### config.mk
export PLATFORM = sky130hd
export DESIGN_NAME = calc_top
export DESIGN_NICKNAME = d
export VERILOG_FILES = /design/src/calc_pkg.sv /design/src/calc_top.sv /design/src/calc_retire.sv /design/src/calc_pipe_mul.sv /design/src/calc_pipe_int.sv /design/src/calc_issue.sv
export SDC_FILE = /design/constraint.sdc
export NUM_CORES = 2
export LEC_CHECK = 0
export BUFFER_PORTS_ARGS = -buffer_cell sky130_fd_sc_hd__buf_2
export CAP_MARGIN = 25
export CORE_ASPECT_RATIO = 1.5
export CORE_MARGIN = 2
export CORE_UTILIZATION = 32
export CTS_CLUSTER_DIAMETER = 30
export CTS_CLUSTER_SIZE = 8
export DETAILED_ROUTE_END_ITERATION = 7
export PLACE_DENSITY_LB_ADDON = 0.12
export RECOVER_POWER = 50
export SYNTH_ARGS = -nofsm -noshare
export SYNTH_HDL_FRONTEND = slang
export SYNTH_SLANG_ARGS = --single-unit
### constraint.sdc
create_clock -name clk_i -period 7.8 [get_ports clk_i]
set_input_delay 0.39 -clock clk_i [delete_from_list [all_inputs] [get_ports clk_i]]
set_output_delay 0.39 -clock clk_i [all_outputs]
set_load 0.005 [all_outputs]
### src/calc_pkg.sv
package calc_pkg;

  localparam int dword_width_gp    = 32;
  localparam int reg_addr_width_gp = 5;
  localparam int pc_width_gp       = 16;

  // Codes 7 to 15 are undefined and commit as illegal
  typedef enum logic [3:0]
  {
    e_op_add   = 4'h0
    ,e_op_sub  = 4'h1
    ,e_op_and  = 4'h2
    ,e_op_or   = 4'h3
    ,e_op_xor  = 4'h4
    ,e_op_slt  = 4'h5
    ,e_op_mul  = 4'h6
  } calc_op_e;

  typedef struct packed
  {
    logic                         v;
    calc_op_e                     op;
    logic [pc_width_gp-1:0]       pc;
    logic [reg_addr_width_gp-1:0] rd_addr;
    logic                         rd_w_v;
    logic [reg_addr_width_gp-1:0] rs1_addr;
    logic                         rs1_r_v;
    logic [reg_addr_width_gp-1:0] rs2_addr;
    logic                         rs2_r_v;
    logic [dword_width_gp-1:0]    rs1;
    logic [dword_width_gp-1:0]    rs2;
  } calc_dispatch_pkt_s;

  // Operands here are already bypassed
  typedef struct packed
  {
    logic                         v;
    calc_op_e                     op;
    logic [pc_width_gp-1:0]       pc;
    logic [reg_addr_width_gp-1:0] rd_addr;
    logic                         rd_w_v;
    logic [dword_width_gp-1:0]    rs1;
    logic [dword_width_gp-1:0]    rs2;
  } calc_reservation_s;

  typedef struct packed
  {
    logic                         w_v;
    logic [reg_addr_width_gp-1:0] rd_addr;
    logic [dword_width_gp-1:0]    rd_data;
  } calc_wb_pkt_s;

  typedef struct packed
  {
    logic                   v;
    logic                   illegal;
    logic [pc_width_gp-1:0] pc;
  } calc_exc_stage_s;

  typedef struct packed
  {
    logic                   v;
    logic                   illegal;
    logic [pc_width_gp-1:0] pc;
  } calc_commit_pkt_s;

endpackage
### src/calc_top.sv
`timescale 1ns/100ps

module calc_top
  (input  logic                         clk_i
   , input  logic                       rst_n_i
   , input  calc_pkg::calc_dispatch_pkt_s dispatch_pkt_i
   , output calc_pkg::calc_wb_pkt_s     wb_pkt_o
   , output calc_pkg::calc_commit_pkt_s commit_pkt_o
   );

  import calc_pkg::*;

  calc_reservation_s              reservation;
  calc_wb_pkt_s                   int_wb;
  calc_wb_pkt_s                   mul_wb;
  calc_wb_pkt_s [2:0]             comp_r;
  logic [2:0][dword_width_gp-1:0] fwd_data;
  logic                           illegal;
  logic                           flush;

  calc_issue u_issue
    (.clk_i(clk_i)
     ,.rst_n_i(rst_n_i)
     ,.dispatch_pkt_i(dispatch_pkt_i)
     ,.flush_i(flush)
     ,.int_wb_i(int_wb)
     ,.comp_r_i(comp_r)
     ,.fwd_i(fwd_data)
     ,.reservation_o(reservation)
     );

  // Integer pipe, result in the same cycle
  calc_pipe_int u_pipe_int
    (.reservation_i(reservation)
     ,.flush_i(flush)
     ,.int_wb_o(int_wb)
     ,.illegal_o(illegal)
     );

  // Multiply pipe, result one cycle later
  calc_pipe_mul u_pipe_mul
    (.clk_i(clk_i)
     ,.rst_n_i(rst_n_i)
     ,.reservation_i(reservation)
     ,.flush_i(flush)
     ,.mul_wb_o(mul_wb)
     );

  calc_retire u_retire
    (.clk_i(clk_i)
     ,.rst_n_i(rst_n_i)
     ,.reservation_i(reservation)
     ,.int_wb_i(int_wb)
     ,.mul_wb_i(mul_wb)
     ,.illegal_i(illegal)
     ,.comp_r_o(comp_r)
     ,.fwd_o(fwd_data)
     ,.wb_pkt_o(wb_pkt_o)
     ,.commit_pkt_o(commit_pkt_o)
     ,.flush_o(flush)
     );

endmodule

### src/calc_retire.sv
`timescale 1ns/100ps

module calc_retire
  (input  logic                                       clk_i
   , input  logic                                     rst_n_i
   , input  calc_pkg::calc_reservation_s              reservation_i
   , input  calc_pkg::calc_wb_pkt_s                   int_wb_i
   , input  calc_pkg::calc_wb_pkt_s                   mul_wb_i
   , input  logic                                     illegal_i
   , output calc_pkg::calc_wb_pkt_s [2:0]             comp_r_o
   , output logic [2:0][calc_pkg::dword_width_gp-1:0] fwd_o
   , output calc_pkg::calc_wb_pkt_s                   wb_pkt_o
   , output calc_pkg::calc_commit_pkt_s               commit_pkt_o
   , output logic                                     flush_o
   );

  import calc_pkg::*;

  localparam int stage_els_lp = 3;

  calc_exc_stage_s [stage_els_lp-1:0] exc_stage_n;
  calc_exc_stage_s [stage_els_lp-1:0] exc_stage_r;
  // Top entry is the last stage as it leaves, needed for forwarding only
  calc_wb_pkt_s [stage_els_lp:0]      comp_stage_n;
  calc_wb_pkt_s [stage_els_lp-1:0]    comp_stage_r;

  always_comb
  begin
    exc_stage_n[0].v       = reservation_i.v;
    exc_stage_n[0].illegal = illegal_i;
    exc_stage_n[0].pc      = reservation_i.pc;
    for (int i = 1; i < stage_els_lp; i++)
      exc_stage_n[i] = exc_stage_r[i-1];
    // Everything younger than a retiring illegal instruction is dropped
    for (int i = 0; i < stage_els_lp; i++)
      exc_stage_n[i].v &= ~flush_o;
  end

  always_comb
  begin
    comp_stage_n[0].w_v     = reservation_i.rd_w_v & ~illegal_i;
    comp_stage_n[0].rd_addr = reservation_i.rd_addr;
    comp_stage_n[0].rd_data = int_wb_i.w_v ? int_wb_i.rd_data : '0;
    for (int i = 1; i <= stage_els_lp; i++)
      comp_stage_n[i] = comp_stage_r[i-1];
    // Multiply result joins its instruction one stage later
    comp_stage_n[1].rd_data |= mul_wb_i.w_v ? mul_wb_i.rd_data : '0;
    for (int i = 0; i < stage_els_lp; i++)
      comp_stage_n[i].w_v &= exc_stage_n[i].v;
  end

  always_ff @(posedge clk_i or negedge rst_n_i)
  begin
    if (!rst_n_i)
    begin
      exc_stage_r  <= '0;
      comp_stage_r <= '0;
    end
    else
    begin
      exc_stage_r  <= exc_stage_n;
      comp_stage_r <= comp_stage_n[stage_els_lp-1:0];
    end
  end

  // Data each registered stage holds once this cycle's results are merged
  for (genvar i = 0; i < stage_els_lp; i++)
  begin : g_fwd
    assign fwd_o[i] = comp_stage_n[i+1].rd_data;
  end

  assign comp_r_o = comp_stage_r;
  assign wb_pkt_o = comp_stage_r[stage_els_lp-1];

  always_comb
  begin
    commit_pkt_o.v       = exc_stage_r[stage_els_lp-1].v;
    commit_pkt_o.illegal = exc_stage_r[stage_els_lp-1].illegal;
    commit_pkt_o.pc      = exc_stage_r[stage_els_lp-1].pc;
  end

  assign flush_o = exc_stage_r[stage_els_lp-1].v & exc_stage_r[stage_els_lp-1].illegal;

  // The multiply lands on its own entry, which carries no integer result
  mul_int_collision_a:
    assert property (@(posedge clk_i) disable iff (!rst_n_i)
      mul_wb_i.w_v |-> exc_stage_r[0].v && comp_stage_r[0].w_v
                       && (comp_stage_r[0].rd_addr == mul_wb_i.rd_addr)
                       && (comp_stage_r[0].rd_data == '0));

endmodule

### src/calc_pipe_mul.sv
`timescale 1ns/100ps

module calc_pipe_mul
  (input  logic                        clk_i
   , input  logic                      rst_n_i
   , input  calc_pkg::calc_reservation_s reservation_i
   , input  logic                      flush_i
   , output calc_pkg::calc_wb_pkt_s    mul_wb_o
   );

  import calc_pkg::*;

  logic                         mul_v_n;
  logic                         mul_v_r;
  logic [dword_width_gp-1:0]    product_n;
  logic [dword_width_gp-1:0]    product_r;
  logic [reg_addr_width_gp-1:0] rd_addr_r;

  assign mul_v_n = reservation_i.v & ~flush_i & reservation_i.rd_w_v
                   & (reservation_i.op == e_op_mul);

  // Only the low word of the product is kept
  assign product_n = reservation_i.rs1 * reservation_i.rs2;

  always_ff @(posedge clk_i or negedge rst_n_i)
  begin
    if (!rst_n_i)
      mul_v_r <= 1'b0;
    else
      mul_v_r <= mul_v_n;
  end

  always_ff @(posedge clk_i)
  begin
    if (mul_v_n)
    begin
      product_r <= product_n;
      rd_addr_r <= reservation_i.rd_addr;
    end
  end

  // A flush kills the product that would land in stage 1 this cycle
  always_comb
  begin
    mul_wb_o.w_v     = mul_v_r & ~flush_i;
    mul_wb_o.rd_addr = rd_addr_r;
    mul_wb_o.rd_data = product_r;
  end

endmodule

### src/calc_pipe_int.sv
`timescale 1ns/100ps

module calc_pipe_int
  (input  calc_pkg::calc_reservation_s reservation_i
   , input  logic                      flush_i
   , output calc_pkg::calc_wb_pkt_s    int_wb_o
   , output logic                      illegal_o
   );

  import calc_pkg::*;

  logic [dword_width_gp-1:0] alu_result;
  logic                      int_op;
  logic                      undef_op;
  logic                      lt_signed;

  assign lt_signed = $signed(reservation_i.rs1) < $signed(reservation_i.rs2);

  always_comb
  begin
    alu_result = '0;
    int_op     = 1'b1;
    undef_op   = 1'b0;
    case (reservation_i.op)
      e_op_add:
        alu_result = reservation_i.rs1 + reservation_i.rs2;
      e_op_sub:
        alu_result = reservation_i.rs1 - reservation_i.rs2;
      e_op_and:
        alu_result = reservation_i.rs1 & reservation_i.rs2;
      e_op_or:
        alu_result = reservation_i.rs1 | reservation_i.rs2;
      e_op_xor:
        alu_result = reservation_i.rs1 ^ reservation_i.rs2;
      e_op_slt:
        alu_result = {{(dword_width_gp-1){1'b0}}, lt_signed};
      // Handled by the multiply pipe
      e_op_mul:
        int_op = 1'b0;
      default:
      begin
        int_op   = 1'b0;
        undef_op = 1'b1;
      end
    endcase
  end

  assign illegal_o = reservation_i.v & undef_op;

  always_comb
  begin
    int_wb_o.w_v     = reservation_i.v & ~flush_i & int_op & reservation_i.rd_w_v;
    int_wb_o.rd_addr = reservation_i.rd_addr;
    int_wb_o.rd_data = alu_result;
  end

endmodule

### src/calc_issue.sv
`timescale 1ns/100ps

module calc_issue
  (input  logic                                       clk_i
   , input  logic                                     rst_n_i
   , input  calc_pkg::calc_dispatch_pkt_s             dispatch_pkt_i
   , input  logic                                     flush_i
   , input  calc_pkg::calc_wb_pkt_s                   int_wb_i
   , input  calc_pkg::calc_wb_pkt_s [2:0]             comp_r_i
   , input  logic [2:0][calc_pkg::dword_width_gp-1:0] fwd_i
   , output calc_pkg::calc_reservation_s              reservation_o
   );

  import calc_pkg::*;

  // Slot 0 is the instruction in the reservation, slots 1 to 3 are completion stages
  localparam int src_els_lp = 4;

  calc_wb_pkt_s [src_els_lp-1:0]              src_pkt;
  logic [src_els_lp-1:0][dword_width_gp-1:0]  src_data;
  logic [src_els_lp-1:0]                      match_rs1;
  logic [src_els_lp-1:0]                      match_rs2;
  logic [dword_width_gp-1:0]                  bypass_rs1;
  logic [dword_width_gp-1:0]                  bypass_rs2;
  calc_reservation_s                          reservation_n;
  calc_reservation_s                          reservation_r;
  logic                                       res_mul_v;
  logic                                       mul_s0_r;
  logic                                       mul_hit_rs1;
  logic                                       mul_hit_rs2;

  assign src_pkt  = {comp_r_i, int_wb_i};
  assign src_data = {fwd_i, int_wb_i.rd_data};

  for (genvar i = 0; i < src_els_lp; i++)
  begin : g_match
    assign match_rs1[i] = dispatch_pkt_i.rs1_r_v & src_pkt[i].w_v
                          & (src_pkt[i].rd_addr == dispatch_pkt_i.rs1_addr);
    assign match_rs2[i] = dispatch_pkt_i.rs2_r_v & src_pkt[i].w_v
                          & (src_pkt[i].rd_addr == dispatch_pkt_i.rs2_addr);
  end

  always_comb
  begin
    bypass_rs1 = dispatch_pkt_i.rs1;
    bypass_rs2 = dispatch_pkt_i.rs2;
    // Walk from oldest to youngest so the youngest match wins
    for (int i = src_els_lp-1; i >= 0; i--)
    begin
      if (match_rs1[i])
        bypass_rs1 = src_data[i];
      if (match_rs2[i])
        bypass_rs2 = src_data[i];
    end
  end

  always_comb
  begin
    reservation_n.v       = dispatch_pkt_i.v & ~flush_i;
    reservation_n.op      = dispatch_pkt_i.op;
    reservation_n.pc      = dispatch_pkt_i.pc;
    reservation_n.rd_addr = dispatch_pkt_i.rd_addr;
    reservation_n.rd_w_v  = dispatch_pkt_i.rd_w_v;
    reservation_n.rs1     = bypass_rs1;
    reservation_n.rs2     = bypass_rs2;
  end

  always_ff @(posedge clk_i or negedge rst_n_i)
  begin
    if (!rst_n_i)
    begin
      reservation_r <= '0;
      mul_s0_r      <= 1'b0;
    end
    else
    begin
      reservation_r <= reservation_n;
      mul_s0_r      <= res_mul_v & ~flush_i;
    end
  end

  assign reservation_o = reservation_r;

  // Multiply destinations still without data
  assign res_mul_v   = reservation_r.v & reservation_r.rd_w_v & (reservation_r.op == e_op_mul);
  assign mul_hit_rs1 = (res_mul_v & (reservation_r.rd_addr == dispatch_pkt_i.rs1_addr))
                       | (mul_s0_r & comp_r_i[0].w_v
                          & (comp_r_i[0].rd_addr == dispatch_pkt_i.rs1_addr));
  assign mul_hit_rs2 = (res_mul_v & (reservation_r.rd_addr == dispatch_pkt_i.rs2_addr))
                       | (mul_s0_r & comp_r_i[0].w_v
                          & (comp_r_i[0].rd_addr == dispatch_pkt_i.rs2_addr));

  mul_read_hazard_a:
    assert property (@(posedge clk_i) disable iff (!rst_n_i)
      (dispatch_pkt_i.v & ~flush_i)
        |-> !(dispatch_pkt_i.rs1_r_v & mul_hit_rs1) && !(dispatch_pkt_i.rs2_r_v & mul_hit_rs2));

endmodule

# After elaboration in Yosys (flattened, before gate mapping)
# Cells that the tools add are included.
# totals
ff_bits	292
in_bits	105
output_inout_bits	56
wordCells	98
# op_classes
add_sub_neg	2
n_mul	1
n_lt_le_gt_ge	1
n_eq_ne	14
muxes	13
bitwise_logic	37
n_reduce_logical	3
# ops
operator	n
$mux W32	10
$pmux W32 S6	1
$or A32 B32 Y32	2
$eq A5 B5 Y1	8
$add A32 B32 Y32	1
$and A32 B32 Y32	1
$lt A32 B32 Y1	1
$mul A32 B32 Y32	1
$sub A32 B32 Y32	1
$xor A32 B32 Y32	1
$and A1 B1 Y1	31
$eq A4 B3 Y1 const B	3
$eq A4 B2 Y1 const B	2
$reduce_or A7 Y1	1
$reduce_or A6 Y1	1
$eq A4 B1 Y1 const B	1
$logic_not A4 Y1	1
$mux W1	2
$not A1 Y1	2

# Logic depth before layout (Yosys ltp)
# logic_depth
depth_word	8
depth_mapped	29
ltp_nobuf	26

# By module
# Synthesis repeated with hierarchy kept, for this count alone.
# hier_totals
hier_cells	3628
area_unflattened_um2	34560.6
# by_module_without_submodules
mod	n_inst	cells_per_inst	area_each_um2
calc_pipe_mul	1	1773	17077.6
calc_retire	1	478	6486.2
calc_issue	1	550	5669.2
calc_pipe_int	1	827	5327.6

# Least setup slack after synthesis
# OpenSTA, ideal clock, no wires.
# synth_path
path_type	flip-flop to flip-flop
from	register u_issue.reservation_r (netlist bit u_issue.reservation_o[2])
to	register u_pipe_mul.product_r[30] (data pin)
setup_time_ns	0.258
t_arrival_ns	7.257
t_required_ns	7.542
setup_slack_ns	0.286
path_stages_with_launch	28
n_path_buf	3
period_less_slack_ns	7.514
path_cell_list	dfrtp_1 > clkbuf_1 > inv_1 > clkbuf_1 > nor2_1 > fa_1 > inv_1 > fa_1 > fa_1 > fa_1 > inv_1 > fa_1 > inv_1 > fa_1 > inv_1 > fa_1 > fa_1 > ha_1 > clkbuf_1 > a21o_1 > a21o_1 > a21o_1 > a2111oi_1 > nor3_1 > o31ai_1 > o21bai_1 > a21oi_1 > xnor2_1
# synth_between
elab_chain_len	1
# synth_lines
item	line	source
start, declared	calc_issue.sv:26	calc_reservation_s reservation_r;
start signal, assigned	calc_issue.sv:77	reservation_r <= reservation_n;
$mul A32 B32 Y32	calc_pipe_mul.sv:23	assign product_n = reservation_i.rs1 * reservation_i.rs2;
via u_pipe_mul.product_n[30]	calc_pipe_mul.sv:15	logic [dword_width_gp-1:0] product_n;
end signal, assigned	calc_pipe_mul.sv:37	product_r <= product_n;
end, declared	calc_pipe_mul.sv:16	logic [dword_width_gp-1:0] product_r;
# The timed path passes the listed nets, and every way through them passes these cells.
# A chain may end at the register's enable or synchronous reset.

# Worst setup path after layout
# layout_path
from	register u_issue.reservation_r (netlist bit u_issue.reservation_o[47])
to	register u_pipe_mul.product_r[30] (data pin)
# Same word-level chain as after synthesis.

==> impl_metrics.json <==
{
  "outcome": "complete, but fails checks",
  "violations": "capacitance limit, slew limit",
  "synth_seq_cells": 292,
  "crit_family": "adder cells",
  "placed_area_um2": 34170,
  "ff_latch_area_um2": 7472,
  "initial_utilization_pct": 32.17,
  "grt-ovfl-total": 0,
  "via_count": 25020,
  "post-dp-hpwl_mm": 101.1,
  "rsz0062_at_grt": "yes",
  "yosysSeqAreaShare_pct": 23.96,
  "antenna_left": 0,
  "grt_pass1_wl_mm": 183.9,
  "synth_area_leader_cell": "fa_1",
  "skew_ps": 22.94,
  "fin_nets": 4350,
  "slew_headroom_pct": -29.61,
  "cp_slowest_stage_delay_ps": 570,
  "finalHoldViolations": 0,
  "drc": 0,
  "path_clk_slew_ps": 50,
  "pin_count": 161,
  "hold_slack_ps": 290.4,
  "ys_warn_count": 0,
  "cap_violations": 1,
  "syn_to_final_growth_pct": 16.85,
  "first_pass_iters": 7,
  "cts_buffers": 57,
  "syn_inst": 3402,
  "core-area_um2": 96870,
  "period_minus_slack_ps": 7495,
  "drive_above_1_share_pct": 12.32,
  "die_y_um": 386.2,
  "crit_type": "register to register",
  "path_max_fanout": 8,
  "synthTopCellsByArea": "fa_1 (26%), dfrtp_1 (21%), ha_1 (8.8%)",
  "place_congestion": 0.9543,
  "die-area_um2": 99960,
  "stdcell_count": 4939,
  "grtUsageTotal_pct": 25.31,
  "cts_max_level": 2,
  "synth_common_cells": "nor2_1 (498), inv_1 (496), fa_1 (410)",
  "synth_area_um2": 31170,
  "dp_cells": 4800,
  "worst_slew_pin_slew_ps": 1944,
  "numClockSinks": 292,
  "required_ps": 8150,
  "totalWireLength_mm": 124.8,
  "ys_types": 80,
  "finalSetupViolCount": 0,
  "slew_viol_final": 33,
  "yosys.cell_count.top_type": "nor2_1",
  "row_count": 140,
  "period_share_pct": 96.09,
  "worstPathArrival_ps": 7850,
  "crit_top_cell": "fa_1",
  "start_kind": "register",
  "grt_max_degree": 136,
  "clockBufferDepth": 3,
  "antenna_found_initial": 4,
  "crit_path_top_delay_cell": "fa_1",
  "grt_pass1_vias": 27520,
  "syn_avg_cell_area_um2": 9.161,
  "async_flop_share_pct": 89.04,
  "fmax_mhz": 133.4,
  "path_buf_inv": 6,
  "yosysTopAreaCellShare_pct": 26.34,
  "wl_per_cell_um": 25.26,
  "final_area_um2": 36420,
  "multiInputGateArea_um2": 20750,
  "synth_edf_count": 32,
  "end_kind": "register",
  "drt-vias-per-instance": 5.066,
  "synth_ff_type": "dfrtp_1",
  "syn_nets": 4136,
  "first_iter_violations": 1570,
  "worstSkewPairLatency_ps": 620,
  "cts_tree": "done",
  "fillCellCount": 9913,
  "port_buffers": 160,
  "worstHoldPathType": "input port to register",
  "root_buffer": "clkbuf_16",
  "tns_ps": 0,
  "die_x_um": 258.8
}
-- worst min-delay path, cell delays in order --
cell      delay [ps]
buf_2             80
mux2i_1           60
a21oi_1          140
a211oi_1          80
a21oi_1          100
-- registers in the layout (all words and copies together) (netlist names) --
signal and cells:
u_pipe_mul.product_r 32, u_retire.commit_pkt_o 18, u_retire.exc_stage_n 34, u_issue.reservation_o 91
u_retire.exc_stage_r 2, u_retire.comp_r_o 114, u_pipe_mul.mul_v_r 1
-- placed cells by master, fill, tap and decap left out, types with 30 or more instances in the layout --
master | Yosys | routed
o21ai_0 | 58 | 57
nor3_1 | 32 | 30
nor2_1 | 498 | 496
a21oi_1 | 208 | 207
buf_2 | 10 | 120
nand2_1 | 286 | 286
buf_4 | 56 | 170
ha_1 | 219 | 218
a211oi_1 | 123 | 123
xor2_1 | 39 | 39
mux2i_1 | 71 | 71
xnor2_1 | 95 | 95
clkbuf_16 | 0 | 58
dfrtp_1 | 260 | 256
clkbuf_1 | 143 | 58
inv_1 | 496 | 491
fa_1 | 410 | 410
edfxtp_1 | 32 | 32
-- final timing paths --
path,to,cells after the start,slack (ps),from
min reg2reg,u_retire.exc_stage_n[19],0,340,u_issue.reservation_o[71]
min,u_issue.reservation_o[52],5,290,dispatch_pkt_i[52]
min in group asynchronous,u_issue.reservation_o[70],2,480,rst_n_i
max reg2reg,u_pipe_mul.product_r[30],25,310,u_issue.reservation_o[47]
max,u_pipe_mul.product_r[30],25,310,u_issue.reservation_o[47]
max in group asynchronous,u_issue.reservation_o[24],3,5950,rst_n_i
-- stage by stage --
step	setup WS [ps]	utilization (%)
final	305.4	37.60
after CTS	10.05	37.54
after floorplan	285.5	-
after global routing	0.4494	37.59
after detailed placement	47.30	35.27
after global placement	141.0	35.25
-- kinds of logic after synthesis --
kind of cell | share of synthesized area (%)
AOI/OAI and AO/OA | 12.59
and+or+nand+nor | 12.63
buffers and inverters | 9.651
muxes | 2.280
DFF | 23.96
adders and majority gates | 35.13
xor gates and xnor gates | 3.766
-- cell type report --
type | count | share of cell area (%)
Tap cell | 1278 | 4.391
Inverter | 514 | 5.370
Clock buffer | 77 | 4.264
Sequential cell | 292 | 20.52
Multi-Input combinational cell | 2370 | 56.98
Antenna cell | 1 | 0.006871
Clock inverter | 26 | 0.9895
Timing Repair Buffer | 381 | 7.483
-- per-layer routing --
layer  GRT usage (%)  up-vias  part of all wire, %
met5               0        -                0.022
met2           46.51      761                   52
met4           12.61        4                  5.6
met1           29.09    12710                   39
met3           2.617      222                  3.9
li1                -    11330                    -
-- repair_timing --
action                     in CTS  in global routing
hold endpoints to repair      152                  0
resized for setup               0                 18
hold buffers                   28                  0
setup buffers                   0                  7
setup endpoints to repair       0                  7
Power is left out: the tool's default activity adds up to more than one toggle a clock period on the data nets, which glitch-free logic cannot reach.
